File: src/capi_pkg.sv
package capi_pkg;

  ////////////////////
  // host bus field widths
  ////////////////////

  typedef logic [12:0] command_code_t;    // psl command opcode
  typedef logic [63:0] address_t;         // effective address
  typedef logic [11:0] size_t;            // transfer size in bytes
  typedef logic [7:0]  tag_t;             // command tag
  typedef logic [2:0]  abt_t;             // abort / translation mode
  typedef logic [15:0] context_handle_t;  // cch

  ////////////////////
  // abort modes
  ////////////////////

  // strict is the only mode used in dedicated mode
  localparam abt_t STRICT = 3'b000;

  ////////////////////
  // command codes
  ////////////////////

  localparam command_code_t INVALID    = 13'h0000;  // idle bus
  localparam command_code_t READ_CL_NA = 13'h0A00;  // read cache line, no allocate
  localparam command_code_t WRITE_NA   = 13'h0D00;  // write, no allocate
  localparam command_code_t RESTART    = 13'h0001;  // restart after error

  localparam tag_t INVALID_TAG = 8'hFF;  // no command outstanding

  ////////////////////
  // parity
  ////////////////////

  // odd parity over a field up to 64 bits wide
  // narrower fields are zero extended, which leaves the count of ones alone
  // returns 1 when the field holds an even number of ones
  function automatic logic odd_parity(input logic [63:0] data);
    return ~(^data);
  endfunction

endpackage

File: src/command_pkg.sv
package command_pkg;

  ////////////////////
  // request classes
  ////////////////////

  localparam int CLASS_COUNT = 4;
  localparam int CLASS_BITS  = 2;

  typedef logic [CLASS_BITS-1:0] class_t;

  // value is also the queue index and the arbitration order
  localparam class_t CLASS_RESTART = 2'd0;
  localparam class_t CLASS_WED     = 2'd1;
  localparam class_t CLASS_WRITE   = 2'd2;
  localparam class_t CLASS_READ    = 2'd3;

  ////////////////////
  // per class queue
  ////////////////////

  localparam int QUEUE_DEPTH = 4;

  typedef logic [1:0] queue_ptr_t;    // wraps at QUEUE_DEPTH
  typedef logic [2:0] queue_count_t;  // 0 .. QUEUE_DEPTH

  ////////////////////
  // tag layout
  ////////////////////

  localparam int SEQ_BITS = 6;
  localparam int TAG_BITS = CLASS_BITS + SEQ_BITS;  // matches the host tag

  typedef logic [SEQ_BITS-1:0] seq_t;

  // class in the top bits, per class sequence below
  function automatic logic [TAG_BITS-1:0] make_tag(input class_t cls, input seq_t seq);
    return {cls, seq};
  endfunction

  function automatic class_t tag_class(input logic [TAG_BITS-1:0] tag);
    return tag[TAG_BITS-1 -: CLASS_BITS];
  endfunction

endpackage

File: src/command_arbiter.sv
`timescale 1ns/1ns

module command_arbiter (
  input  logic                                                      clock,
  input  logic                                                      rstn,
  input  logic                                                      enabled,
  input  logic [command_pkg::CLASS_COUNT-1:0]                       ready,
  input  capi_pkg::command_code_t [command_pkg::CLASS_COUNT-1:0]    head_command,
  input  capi_pkg::address_t [command_pkg::CLASS_COUNT-1:0]         head_address,
  input  capi_pkg::size_t [command_pkg::CLASS_COUNT-1:0]            head_size,
  input  capi_pkg::tag_t [command_pkg::CLASS_COUNT-1:0]             head_tag,
  output logic [command_pkg::CLASS_COUNT-1:0]                       pop,
  output logic                                                      select_valid,
  output capi_pkg::command_code_t                                   select_command,
  output capi_pkg::address_t                                        select_address,
  output capi_pkg::size_t                                           select_size,
  output capi_pkg::tag_t                                            select_tag
);

  import command_pkg::*;

  class_t   ptr_q;        // first class searched this cycle
  class_t   grant;        // winning class
  class_t   idx;          // search position
  logic     grant_found;  // some queue is ready

  ////////////////////
  // round robin search
  ////////////////////

  always_comb begin
    grant_found = 1'b0;
    grant       = ptr_q;
    idx         = ptr_q;
    for (int k = 0; k < CLASS_COUNT; k++) begin
      idx = ptr_q + class_t'(k);  // wraps around the classes
      if (!grant_found && ready[idx]) begin
        grant_found = 1'b1;
        grant       = idx;
      end
    end
  end

  assign select_valid = enabled && grant_found;  // silent while disabled
  assign pop          = select_valid ? (CLASS_COUNT'(1) << grant) : '0;

  // head of the winner, don't care when not valid
  assign select_command = head_command[grant];
  assign select_address = head_address[grant];
  assign select_size    = head_size[grant];
  assign select_tag     = head_tag[grant];

  // pointer moves past the class just served
  always_ff @(posedge clock or negedge rstn) begin
    if (!rstn) begin
      ptr_q <= CLASS_RESTART;
    end else if (select_valid) begin
      ptr_q <= grant + 1'b1;
    end
  end

  ////////////////////
  // checks
  ////////////////////

  a_pop_onehot : assert property (@(posedge clock) disable iff (!rstn)
    $onehot0(pop));

  // tag built by the dispatcher names the queue it came out of
  a_tag_matches_queue : assert property (@(posedge clock) disable iff (!rstn)
    select_valid |-> (tag_class(select_tag) == grant));

endmodule

File: src/command_buffer.sv
`timescale 1ns/1ns

module command_buffer (
  input  logic                      clock,
  input  logic                      rstn,
  input  logic                      push,
  input  capi_pkg::command_code_t   push_command,
  input  capi_pkg::address_t        push_address,
  input  capi_pkg::size_t           push_size,
  input  capi_pkg::tag_t            push_tag,
  input  logic                      pop,
  output logic                      ready,
  output logic                      full,
  output capi_pkg::command_code_t   head_command,
  output capi_pkg::address_t        head_address,
  output capi_pkg::size_t           head_size,
  output capi_pkg::tag_t            head_tag
);

  import capi_pkg::*;
  import command_pkg::*;

  // entry storage
  command_code_t  command_mem [QUEUE_DEPTH];
  address_t       address_mem [QUEUE_DEPTH];
  size_t          size_mem    [QUEUE_DEPTH];
  tag_t           tag_mem     [QUEUE_DEPTH];

  queue_ptr_t     wr_ptr_q;
  queue_ptr_t     rd_ptr_q;
  queue_count_t   count_q;

  ////////////////////
  // pointers and occupancy
  ////////////////////

  always_ff @(posedge clock or negedge rstn) begin
    if (!rstn) begin
      wr_ptr_q <= '0;
      rd_ptr_q <= '0;
      count_q  <= '0;
    end else begin
      if (push) wr_ptr_q <= wr_ptr_q + 1'b1;  // natural wrap, depth is 4
      if (pop)  rd_ptr_q <= rd_ptr_q + 1'b1;
      case ({push, pop})
        2'b10:   count_q <= count_q + 1'b1;
        2'b01:   count_q <= count_q - 1'b1;
        default: count_q <= count_q;  // both or neither
      endcase
    end
  end

  // write port
  always_ff @(posedge clock) begin
    if (push) begin
      command_mem[wr_ptr_q] <= push_command;
      address_mem[wr_ptr_q] <= push_address;
      size_mem[wr_ptr_q]    <= push_size;
      tag_mem[wr_ptr_q]     <= push_tag;
    end
  end

  ////////////////////
  // head and levels
  ////////////////////

  assign ready = (count_q != '0);
  assign full  = (count_q == queue_count_t'(QUEUE_DEPTH));

  assign head_command = command_mem[rd_ptr_q];
  assign head_address = address_mem[rd_ptr_q];
  assign head_size    = size_mem[rd_ptr_q];
  assign head_tag     = tag_mem[rd_ptr_q];

  ////////////////////
  // checks
  ////////////////////

  // arbiter only pops a non-empty queue
  a_no_pop_empty : assert property (@(posedge clock) disable iff (!rstn)
    pop |-> ready);

  // dispatcher holds back pushes to a full queue
  a_no_push_full : assert property (@(posedge clock) disable iff (!rstn)
    push |-> !full);

endmodule

File: src/command_control.sv
`timescale 1ns/1ns

module command_control (
  input  logic                        clock,
  input  logic                        rstn,
  input  logic                        select_valid,
  input  capi_pkg::command_code_t     select_command,
  input  capi_pkg::address_t          select_address,
  input  capi_pkg::size_t             select_size,
  input  capi_pkg::tag_t              select_tag,
  output logic                        command_valid,
  output capi_pkg::command_code_t     command_code,
  output capi_pkg::address_t          command_address,
  output capi_pkg::tag_t              command_tag,
  output capi_pkg::size_t             command_size,
  output capi_pkg::abt_t              command_abt,
  output capi_pkg::context_handle_t   command_context_handle,
  output logic                        command_tag_parity,
  output logic                        command_code_parity,
  output logic                        command_address_parity
);

  import capi_pkg::*;

  command_code_t  next_code;
  address_t       next_address;
  tag_t           next_tag;
  size_t          next_size;

  // dedicated mode constants
  assign command_abt            = STRICT;
  assign command_context_handle = '0;

  ////////////////////
  // idle fill
  ////////////////////

  assign next_code    = select_valid ? select_command : INVALID;
  assign next_address = select_valid ? select_address : '0;
  assign next_tag     = select_valid ? select_tag     : INVALID_TAG;
  assign next_size    = select_valid ? select_size    : '0;

  ////////////////////
  // outward register
  ////////////////////

  always_ff @(posedge clock or negedge rstn) begin
    if (!rstn) begin
      command_valid          <= 1'b0;
      command_code           <= INVALID;
      command_address        <= '0;
      command_tag            <= INVALID_TAG;
      command_size           <= '0;
      command_tag_parity     <= odd_parity(INVALID_TAG);  // parity of idle values
      command_code_parity    <= odd_parity(INVALID);
      command_address_parity <= odd_parity('0);
    end else begin
      command_valid          <= select_valid;
      command_code           <= next_code;
      command_address        <= next_address;
      command_tag            <= next_tag;
      command_size           <= next_size;
      command_tag_parity     <= odd_parity(next_tag);  // generated ahead of the flop
      command_code_parity    <= odd_parity(next_code);
      command_address_parity <= odd_parity(next_address);
    end
  end

  a_bus_parity : assert property (@(posedge clock) disable iff (!rstn)
    (command_tag_parity == odd_parity(command_tag)) &&
    (command_code_parity == odd_parity(command_code)) &&
    (command_address_parity == odd_parity(command_address)));

endmodule

File: src/command_dispatch.sv
`timescale 1ns/1ns

module command_dispatch (
  input  logic                                  clock,
  input  logic                                  rstn,
  input  logic                                  request_valid,
  input  command_pkg::class_t                   request_class,
  input  capi_pkg::command_code_t               request_command,
  input  capi_pkg::address_t                    request_address,
  input  capi_pkg::size_t                       request_size,
  input  logic [command_pkg::CLASS_COUNT-1:0]   full,
  output logic [command_pkg::CLASS_COUNT-1:0]   push,
  output capi_pkg::command_code_t               push_command,
  output capi_pkg::address_t                    push_address,
  output capi_pkg::size_t                       push_size,
  output capi_pkg::tag_t                        push_tag,
  output logic                                  request_dropped
);

  import capi_pkg::*;
  import command_pkg::*;

  logic [CLASS_COUNT-1:0]   hit;    // decoded target queue
  seq_t [CLASS_COUNT-1:0]   seq_q;  // next sequence per class

  ////////////////////
  // class decode
  ////////////////////

  assign hit  = request_valid ? (CLASS_COUNT'(1) << request_class) : '0;
  assign push = hit & ~full;  // full queue swallows nothing

  // same cycle drop flag
  assign request_dropped = |(hit & full);

  // fields fan out to every queue, only the pushed one takes them
  assign push_command = request_command;
  assign push_address = request_address;
  assign push_size    = request_size;
  assign push_tag     = tag_t'(make_tag(request_class, seq_q[request_class]));

  ////////////////////
  // sequence counters
  ////////////////////

  always_ff @(posedge clock or negedge rstn) begin
    if (!rstn) begin
      seq_q <= '0;
    end else begin
      for (int i = 0; i < CLASS_COUNT; i++) begin
        if (push[i]) begin
          seq_q[i] <= seq_q[i] + 1'b1;  // wraps at 64
        end
      end
    end
  end

  ////////////////////
  // checks
  ////////////////////

  a_push_onehot : assert property (@(posedge clock) disable iff (!rstn)
    $onehot0(push));

endmodule

File: src/command_issue_top.sv
`timescale 1ns/1ns

module command_issue_top (
  input  logic                                clock,
  input  logic                                rstn,
  input  logic                                request_valid,
  input  command_pkg::class_t                 request_class,
  input  capi_pkg::command_code_t             request_command,
  input  capi_pkg::address_t                  request_address,
  input  capi_pkg::size_t                     request_size,
  input  logic                                enabled,
  output logic [command_pkg::CLASS_COUNT-1:0] request_full,
  output logic                                request_dropped,
  output logic                                command_valid,
  output capi_pkg::command_code_t             command_code,
  output capi_pkg::address_t                  command_address,
  output capi_pkg::tag_t                      command_tag,
  output capi_pkg::size_t                     command_size,
  output capi_pkg::abt_t                      command_abt,
  output capi_pkg::context_handle_t           command_context_handle,
  output logic                                command_tag_parity,
  output logic                                command_code_parity,
  output logic                                command_address_parity
);

  import capi_pkg::*;
  import command_pkg::*;

  ////////////////////
  // dispatch to queues
  ////////////////////

  logic [CLASS_COUNT-1:0]   push;
  command_code_t            push_command;
  address_t                 push_address;
  size_t                    push_size;
  tag_t                     push_tag;

  // queue heads toward the arbiter
  logic [CLASS_COUNT-1:0]            pop;
  logic [CLASS_COUNT-1:0]            ready;
  command_code_t [CLASS_COUNT-1:0]   head_command;
  address_t [CLASS_COUNT-1:0]        head_address;
  size_t [CLASS_COUNT-1:0]           head_size;
  tag_t [CLASS_COUNT-1:0]            head_tag;

  // arbiter to control
  logic           select_valid;
  command_code_t  select_command;
  address_t       select_address;
  size_t          select_size;
  tag_t           select_tag;

  command_dispatch command_dispatch_i (
    .clock           (clock),
    .rstn            (rstn),
    .request_valid   (request_valid),
    .request_class   (request_class),
    .request_command (request_command),
    .request_address (request_address),
    .request_size    (request_size),
    .full            (request_full),
    .push            (push),
    .push_command    (push_command),
    .push_address    (push_address),
    .push_size       (push_size),
    .push_tag        (push_tag),
    .request_dropped (request_dropped)
  );

  ////////////////////
  // one queue per class
  ////////////////////

  for (genvar i = 0; i < CLASS_COUNT; i++) begin : g_queue
    command_buffer command_buffer_i (
      .clock        (clock),
      .rstn         (rstn),
      .push         (push[i]),
      .push_command (push_command),
      .push_address (push_address),
      .push_size    (push_size),
      .push_tag     (push_tag),
      .pop          (pop[i]),
      .ready        (ready[i]),
      .full         (request_full[i]),
      .head_command (head_command[i]),
      .head_address (head_address[i]),
      .head_size    (head_size[i]),
      .head_tag     (head_tag[i])
    );
  end

  command_arbiter command_arbiter_i (
    .clock          (clock),
    .rstn           (rstn),
    .enabled        (enabled),
    .ready          (ready),
    .head_command   (head_command),
    .head_address   (head_address),
    .head_size      (head_size),
    .head_tag       (head_tag),
    .pop            (pop),
    .select_valid   (select_valid),
    .select_command (select_command),
    .select_address (select_address),
    .select_size    (select_size),
    .select_tag     (select_tag)
  );

  ////////////////////
  // outward bus
  ////////////////////

  command_control command_control_i (
    .clock                  (clock),
    .rstn                   (rstn),
    .select_valid           (select_valid),
    .select_command         (select_command),
    .select_address         (select_address),
    .select_size            (select_size),
    .select_tag             (select_tag),
    .command_valid          (command_valid),
    .command_code           (command_code),
    .command_address        (command_address),
    .command_tag            (command_tag),
    .command_size           (command_size),
    .command_abt            (command_abt),
    .command_context_handle (command_context_handle),
    .command_tag_parity     (command_tag_parity),
    .command_code_parity    (command_code_parity),
    .command_address_parity (command_address_parity)
  );

endmodule

File: config.mk
export PLATFORM = sky130hd
export DESIGN_NAME = command_issue_top
export DESIGN_NICKNAME = d
export VERILOG_FILES = /design/src/capi_pkg.sv /design/src/command_pkg.sv /design/src/command_arbiter.sv /design/src/command_buffer.sv /design/src/command_control.sv /design/src/command_dispatch.sv /design/src/command_issue_top.sv
export SDC_FILE = /design/constraint.sdc
export NUM_CORES = 1
export LEC_CHECK = 0
export ABC_CLOCK_PERIOD_IN_PS = 5700
export BUFFER_PORTS_ARGS = -buffer_cell sky130_fd_sc_hd__buf_2
export CAP_MARGIN = 20
export CORE_ASPECT_RATIO = 1.2
export CORE_MARGIN = 5
export CORE_UTILIZATION = 40
export DETAILED_ROUTE_END_ITERATION = 7
export GPL_TIMING_DRIVEN = 0
export PLACE_DENSITY = 0.59
export SLEW_MARGIN = 25
export SYNTH_ARGS = -nofsm -noshare
export SYNTH_HDL_FRONTEND = slang
export SYNTH_SLANG_ARGS = --single-unit
File: constraint.sdc
create_clock -name clock -period 5.7 [get_ports clock]
set_clock_uncertainty 0.05 [all_clocks]
set_input_delay 0.285 -clock clock [delete_from_list [all_inputs] [get_ports clock]]
set_output_delay 0.285 -clock clock [all_outputs]
set_load 0.01 [all_outputs]
### After elaboration in Yosys (flattened, before gate mapping)

Memories as Yosys holds them, arrays and structs flattened.
Cells that the tools add are included.

| operators by class | value |
|---|---|
| $mul | 0 |
| reductions and logical operators | 19 |
| add/sub/neg operators | 24 |
| mux-type cells | 43 |
| order comparisons | 6 |
| shift operators | 2 |
| bitwise operators | 6 |
| divide/modulo/power cells | 0 |
| equality and inequality tests | 12 |

Operator list:

| kind | number |
|---|---|
| $reduce_xor A64 Y1 | 3 |
| $bmux W64 S2 | 1 |
| $mux W64 | 2 |
| $bmux W13 S2 | 1 |
| $mux W13 | 2 |
| $add A6 B1 Y6 const B | 4 |
| $bmux W12 S2 | 1 |
| $mux W12 | 2 |
| $pmux W3 S2 | 4 |
| $add A2 B1 Y2 const B | 10 |
| $lt A2 B3 Y1 const B | 6 |
| $bmux W8 S2 | 1 |
| $mux W1 | 16 |
| $mux W8 | 2 |
| $add A3 B1 Y3 const B | 4 |
| $bmux W6 S2 | 1 |
| $eq A3 B3 Y1 const B | 4 |
| $reduce_bool A3 Y1 | 4 |
| $sub A3 B1 Y3 const B | 4 |
| $and A4 B4 Y4 | 2 |
| $bmux W1 S2 | 4 |
| $eq A2 B1 Y1 const B | 4 |
| $eq A2 B2 Y1 const B | 4 |
| $mux W4 | 2 |
| 10 further kinds | 24 |

| storage, ports and cells | value |
|---|---|
| bits in read-only memories | 0 |
| latch bits | 0 |
| logic and storage cells | 153 |
| input bits | 95 |
| output and inout bits | 125 |
| memories | 16 |
| RAM bits | 1552 |
| register bits after elaboration | 155 |

Memory list:

| name | depth | bits a word | read ports | clocked after memory_dff | write ports | RTL line | RTL |
|---|---|---|---|---|---|---|---|
| g_queue[0].command_buffer_i.address_mem | 4 | 64 | 1 | 0 | 1 | command_buffer.sv:25 | `address_t address_mem [QUEUE_DEPTH];` |
| g_queue[1].command_buffer_i.address_mem | 4 | 64 | 1 | 0 | 1 | command_buffer.sv:25 |  |
| g_queue[2].command_buffer_i.address_mem | 4 | 64 | 1 | 0 | 1 | command_buffer.sv:25 |  |
| g_queue[3].command_buffer_i.address_mem | 4 | 64 | 1 | 0 | 1 | command_buffer.sv:25 |  |
| g_queue[0].command_buffer_i.command_mem | 4 | 13 | 1 | 0 | 1 | command_buffer.sv:24 | `command_code_t command_mem [QUEUE_DEPTH];` |
| g_queue[1].command_buffer_i.command_mem | 4 | 13 | 1 | 0 | 1 | command_buffer.sv:24 |  |
| +10 memories | n/a | n/a | n/a | n/a | n/a | n/a |  |

### Longest topological paths before layout

| logic depth | value |
|---|---|
| word-level depth | 18 |
| mapped depth | 18 |
| depth with buffers taken out | 13 |

### Hierarchy

From an unflattened synthesis, not the netlist that was laid out.

| second synthesis, totals | value |
|---|---|
| cell total of the unflattened synthesis | 3270 |
| area total of the unflattened synthesis | 66822.8 sq um |

Modules (own cells, without submodules):

| module | instances | area each (sq um) | cells each | seq. area each (sq um) |
|---|---|---|---|---|
| command_buffer | 4 | 14365.0 | 543 | 11826.3 |
| command_control | 1 | 4067.7 | 314 | 2541.2 |
| command_arbiter | 1 | 3352.0 | 604 | 50.0 |
| command_dispatch | 1 | 1943.1 | 180 | 600.6 |

### Least setup slack after synthesis

No wires, ideal clock.

| path | value |
|---|---|
| path kind | input to register |
| from | input request_class[0] |
| to | memory g_queue[3].command_buffer_i.address_mem[0][0] (netlist bit) (enable) |
| setup time | 467 ps |
| buffers on the path | 2 |
| path slack | 1398 ps |
| required time | 5183 ps |
| cell stages on the path | 5 |
| arrival | 3786 ps |
| cells stage by stage | clkbuf_1 -> nand2_1 -> nor3b_1 -> clkbuf_1 -> and2_1 |

| between the ends | value |
|---|---|
| longest elaborated chain between the ends | 5 |

Ends and longest elaborated chain:

| item | RTL line | RTL |
|---|---|---|
| from (decl) | command_issue_top.sv:7 | `input command_pkg::class_t request_class,` |
| $shl A1 B2 Y4 | command_dispatch.sv:30 | `assign hit = request_valid ? (CLASS_COUNT'(1) << request_class) : '0;` |
| $mux W4 | command_dispatch.sv:30 |  |
| $and A4 B4 Y4 | command_dispatch.sv:31 | `assign push = hit & ~full;` |
| $mux W1 | command_buffer.sv:55 | `if (push) begin` |
| $mux W1 (not written as such) | command_buffer.sv:57 | `address_mem[wr_ptr_q] <= push_address;` |
| to (decl) | command_buffer.sv:25 |  |

No other way between the ends.

### Final worst setup path

| path | value |
|---|---|
| from | register g_queue[0].command_buffer_i.count_q[1] |
| to | register command_control_i.command_address_parity |

| between the ends | value |
|---|---|
| longest elaborated chain between the ends | 18 |
| elaborated cells on any way between the ends | 28 |
| classes of those cells | mux (18); bitwise (1); reduce/logical (9) |

Ends and longest elaborated chain:

| item | RTL line | RTL |
|---|---|---|
| from (decl) | command_buffer.sv:31 | `queue_count_t count_q;` |
| from (signal assigned) | command_buffer.sv:46 | `2'b10: count_q <= count_q + 1'b1;` |
| from (signal assigned) | command_buffer.sv:47 | `2'b01: count_q <= count_q - 1'b1;` |
| from (signal assigned) | command_buffer.sv:48 | `default: count_q <= count_q;` |
| $reduce_bool A3 Y1 (*) | command_buffer.sv:67 | `assign ready = (count_q != '0);` |
| $bmux W1 S2 | command_arbiter.sv:37 | `if (!grant_found && ready[idx]) begin` |
| $mux W1 (not written as such) | command_arbiter.sv:37 |  |
| $mux W1 | command_arbiter.sv:37 |  |
| $logic_not A1 Y1 | command_arbiter.sv:37 |  |
| $logic_and A1 B1 Y1 | command_arbiter.sv:37 |  |
| $mux W1 | command_arbiter.sv:37 |  |
| $logic_not A1 Y1 | command_arbiter.sv:37 |  |
| (+2 left out) | n/a |  |
| $logic_not A1 Y1 | command_arbiter.sv:37 |  |
| $logic_and A1 B1 Y1 | command_arbiter.sv:37 |  |
| $mux W2 | command_arbiter.sv:37 |  |
| $bmux W64 S2 | command_arbiter.sv:49 | `assign select_address = head_address[grant];` |
| $mux W64 (not written as such) | command_arbiter.sv:49 |  |
| $mux W64 (*) | command_control.sv:39 | `assign next_address = select_valid ? select_address : '0;` |
| $reduce_xor A64 Y1 (*) | capi_pkg.sv:40 | `return ~(^data);` |
| $not A1 Y1 (*) | capi_pkg.sv:40 |  |
| to (signal assigned) | command_control.sv:56 | `command_address_parity <= odd_parity('0);` |
| to (signal assigned) | command_control.sv:65 | `command_address_parity <= odd_parity(next_address);` |
| to (decl) | command_control.sv:20 | `output logic command_address_parity` |

Mark *: on every way between the ends. The rest lies on a longest branch, timed or not. The select of a mux whose other input is x is not followed.
A chain may end at the register's enable or synchronous reset.

==> run metrics <==
category of the critical setup timing path reg2reg; Starting Density 40.1%; via count of the first global-routing pass 32,900; clock root buffer sky130_fd_sc_hd__clkbuf_16; startpoint class of the critical path flop; unrepaired setup endpoints after global routing false; commonest non-fill, non-tap cell in the layout sky130_fd_sc_hd__edfxtp_1; count of input and output buffers 200; sequential area share after synthesis 76.6%; Max rail drop VDD 0.000987 V; worst path arrival time 6.04 ns; Gate Count Post-Synth 2,992; register bit total from synthesis 1,707; Post CTS Setup Buffer Count 0; final worst path period need 5.44 ns; Detailed Routing Iterations Pass 1 7; list of cells traversed by the critical path nor3_1, o22ai_1, a222oi_1, buf_2, buf_4, buf_2, mux2i_1, xnor2_1, xnor2_1, xnor2_1, xnor2_1, xnor2_1, xnor2_2, nand2_1; Final Max Slew Viols 0; Hold Path Depth 2; core box area 164,000 sq um; number of clock sinks seen by CTS 1,707; slowest cell on the critical path sky130_fd_sc_hd__mux2i_1; total detailed-routing wirelength 171,000 um; H-tree lvl count 4; area used by sequential logic in the layout 50,500 sq um; proportion of layout cells with a drive suffix above 1 28.6%; number of nets in the layout 3,661; post-route cell area 77,700 sq um; DRC 0; most frequent cell on the critical path sky130_fd_sc_hd__xnor2_1; initial antenna violation count 26; depth of the worst register-to-register path 14; worst-skew pair later-pin latency 0.81 ns; routability congestion estimate 0.743; gr ovfl total 0; vias per inst 5.44; wire length of the first global-routing pass 244,000 um; cell area after synthesis 65,900 sq um; number of vias after detailed routing 31,700; drt wl/cell 29.3 um; Post-Syn Area per Cell 22.0 sq um; total count of hold-check failures in the final report 0; worst min-delay path category in2reg; worst endpoint required time 6.30 ns; total design power 46.4 mW; Finished Core Util 47.3%; Worst path max stage delay 0.87 ns; commonest cells after routing, fill and taps aside sky130_fd_sc_hd__edfxtp_1, sky130_fd_sc_hd__mux4_2, sky130_fd_sc_hd__buf_2, sky130_fd_sc_hd__mux2i_1, sky130_fd_sc_hd__clkbuf_16; count of unique library cells instantiated by Yosys 42; Tot GR Track Use 19.8%; floorplan row count 163; clock transition time at the flip-flop clock pins of the worst setup and hold paths 0.06 ns; post-detail-place hpwl 109,000 um; setup-violating endpoint count in the final report 0; floorplan die area 173,000 sq um; count of synthesis-stage warnings from yosys 0; width of the die 381 um; Max-slew headroom 23.8%; Detailed Route Iter0 Violations 3,112; Achievable Freq 0.184 GHz; # Max-Cap Violations 0; power density relative to cell area 598 nW/um^2; maximum number of pins on one net before global-route repair 76; Die Height 455 um; number of buffers created by CTS 174; area of the multi-input gates 14,600 sq um; Critical Path End Type flop; antenna violation net count after detailed routing 0; worst-path fanout max 10; Syn-to-layout area delta 17.9%; TritonCTS clock tree built; Tightest Pin Transition 1.14 ns; number of fillers in the final layout 13,500; Final period util 95.5%; number of top-level pins 220; status complete, no violations; placed instance area 71,000 sq um; worst-case clock buffer depth 3; LEAKAGE 26.4 nW
-- cell families after synthesis --
group	synth area share [%]
compound gates	0.467
flops	76.6
simple gates	2.18
other cells	0.00569
mux	16.9
xor+xnor	1.65
fa+ha+maj	0.653
buf+inv	1.49
-- metal layers --
layer / GRT usage [%] / part of all wire (%)
met3: 4.68 / 8.0
met4: 4.78 / 2.1
met5: 0 / 0.033
met1: 27.0 / 41
met2: 32.5 / 49
-- registers in the layout (all words and copies together) (netlist names), 12 cells and up --
register	count
command_control_i.command_address	64
command_control_i.command_code	13
command_control_i.command_size	12
command_dispatch_i.seq_q	24
g_queue.command_buffer_i.address_mem	1024
g_queue.command_buffer_i.command_mem	208
g_queue.command_buffer_i.count_q	12
g_queue.command_buffer_i.size_mem	192
g_queue.command_buffer_i.tag_mem	128
-- critical path, delay by kind of cell (launching register included) --
family                    cells  cell delay, ns
AOI/OAI and AO/OA             2            0.59
xor gates and xnor gates      6            1.41
buffers and inverters         3            1.29
DFF                           1            0.41
muxes                         1            0.87
and+or+nand+nor               2            0.62
-- cells in the mapped netlist (all sizes together) --
cell type / instances / area, sq um
a211o: 1 / 8.76
a21oi: 9 / 45.0
a222oi: 1 / 10.0
a311oi: 1 / 8.76
a31o: 1 / 8.76
a31oi: 16 / 100
a32o: 4 / 40.0
and2: 112 / 701
and3: 18 / 113
buf: 72 / 517
clkbuf: 94 / 353
conb: 1 / 3.75
dfrtp: 144 / 3600
dfstp: 11 / 289
edfxtp: 1552 / 46600
fa: 4 / 80.1
ha: 28 / 350
inv: 30 / 115
mux2: 4 / 45.0
mux2i: 194 / 1940
mux4: 407 / 9170
nand2: 111 / 417
nand2b: 4 / 25.0
nand3: 2 / 10.0
nand3b: 1 / 7.51
nand4: 8 / 50.1
nor2: 11 / 41.3
nor3: 6 / 30.0
nor3b: 2 / 15.0
o21ai: 9 / 45.0
o22ai: 4 / 25.0
o31a: 1 / 8.76
o31ai: 1 / 7.51
or3: 4 / 25.0
xnor2: 93 / 815
xor2: 31 / 272
-- final timing paths --
check / startpoint / end / slack (ns)
setup / recovery: g_queue[0].command_buffer_i.count_q[1]$_DFFE_PN0P_ / command_control_i.command_address_parity$_DFF_PN1_ / 0.26
setup reg to reg: g_queue[0].command_buffer_i.count_q[1]$_DFFE_PN0P_ / command_control_i.command_address_parity$_DFF_PN1_ / 0.26
min in group asynchronous: rstn / command_control_i.command_tag[7]$_DFF_PN1_ / 0.53
max in group asynchronous: rstn / command_control_i.command_address[23]$_DFF_PN0_ / 4.20
hold reg to reg: command_dispatch_i.seq_q[5]$_DFFE_PN0P_ / command_dispatch_i.seq_q[5]$_DFFE_PN0P_ / 0.42
hold / removal: request_size[5] / g_queue[0].command_buffer_i.size_mem[0][5]$_DFFE_PP_ / 0.36
-- through the flow --
stage                     worst slack, ns  std cells  setup TNS [ns]  hold WS [ns]
after floorplan                      1.40       3010               0       -0.0606
after global placement              -3.00       5355        -3721.84         0.403
after detailed placement           -0.287       5407          -0.812        0.0869
after CTS                          0.0498       5826               0         0.301
after global routing              0.00267       5828               0         0.339
final                               0.259       5832               0         0.362
-- final cells by class --
type | count | area share, %
antenna | 6 | 0.0193
sequential | 1707 | 65.0
buffer | 166 | 1.20
tap | 2145 | 3.46
multi-input combinational | 1107 | 18.7
timing repair buffer | 348 | 4.11
clock inverter | 80 | 0.867
inverter | 30 | 0.148
clock buffer | 243 | 6.43
-- timing repair --
action | CTS | global route
gates cloned | 0 | 0
gates resized for setup | 8 | 2
endpoints found under the hold margin | 1574 | 0
hold buffers | 96 | 0
endpoints found under the setup margin | 5 | 2
-- power by group --
part           switching [mW]  internal (mW)  total (mW)
Combinational            11.8           8.09        19.9
Sequential              0.358           14.9        15.3
Clock                    4.74           6.49        11.2
Total                    16.9           29.5        46.4
No activity file was read; power rests on OpenSTA's default activity.
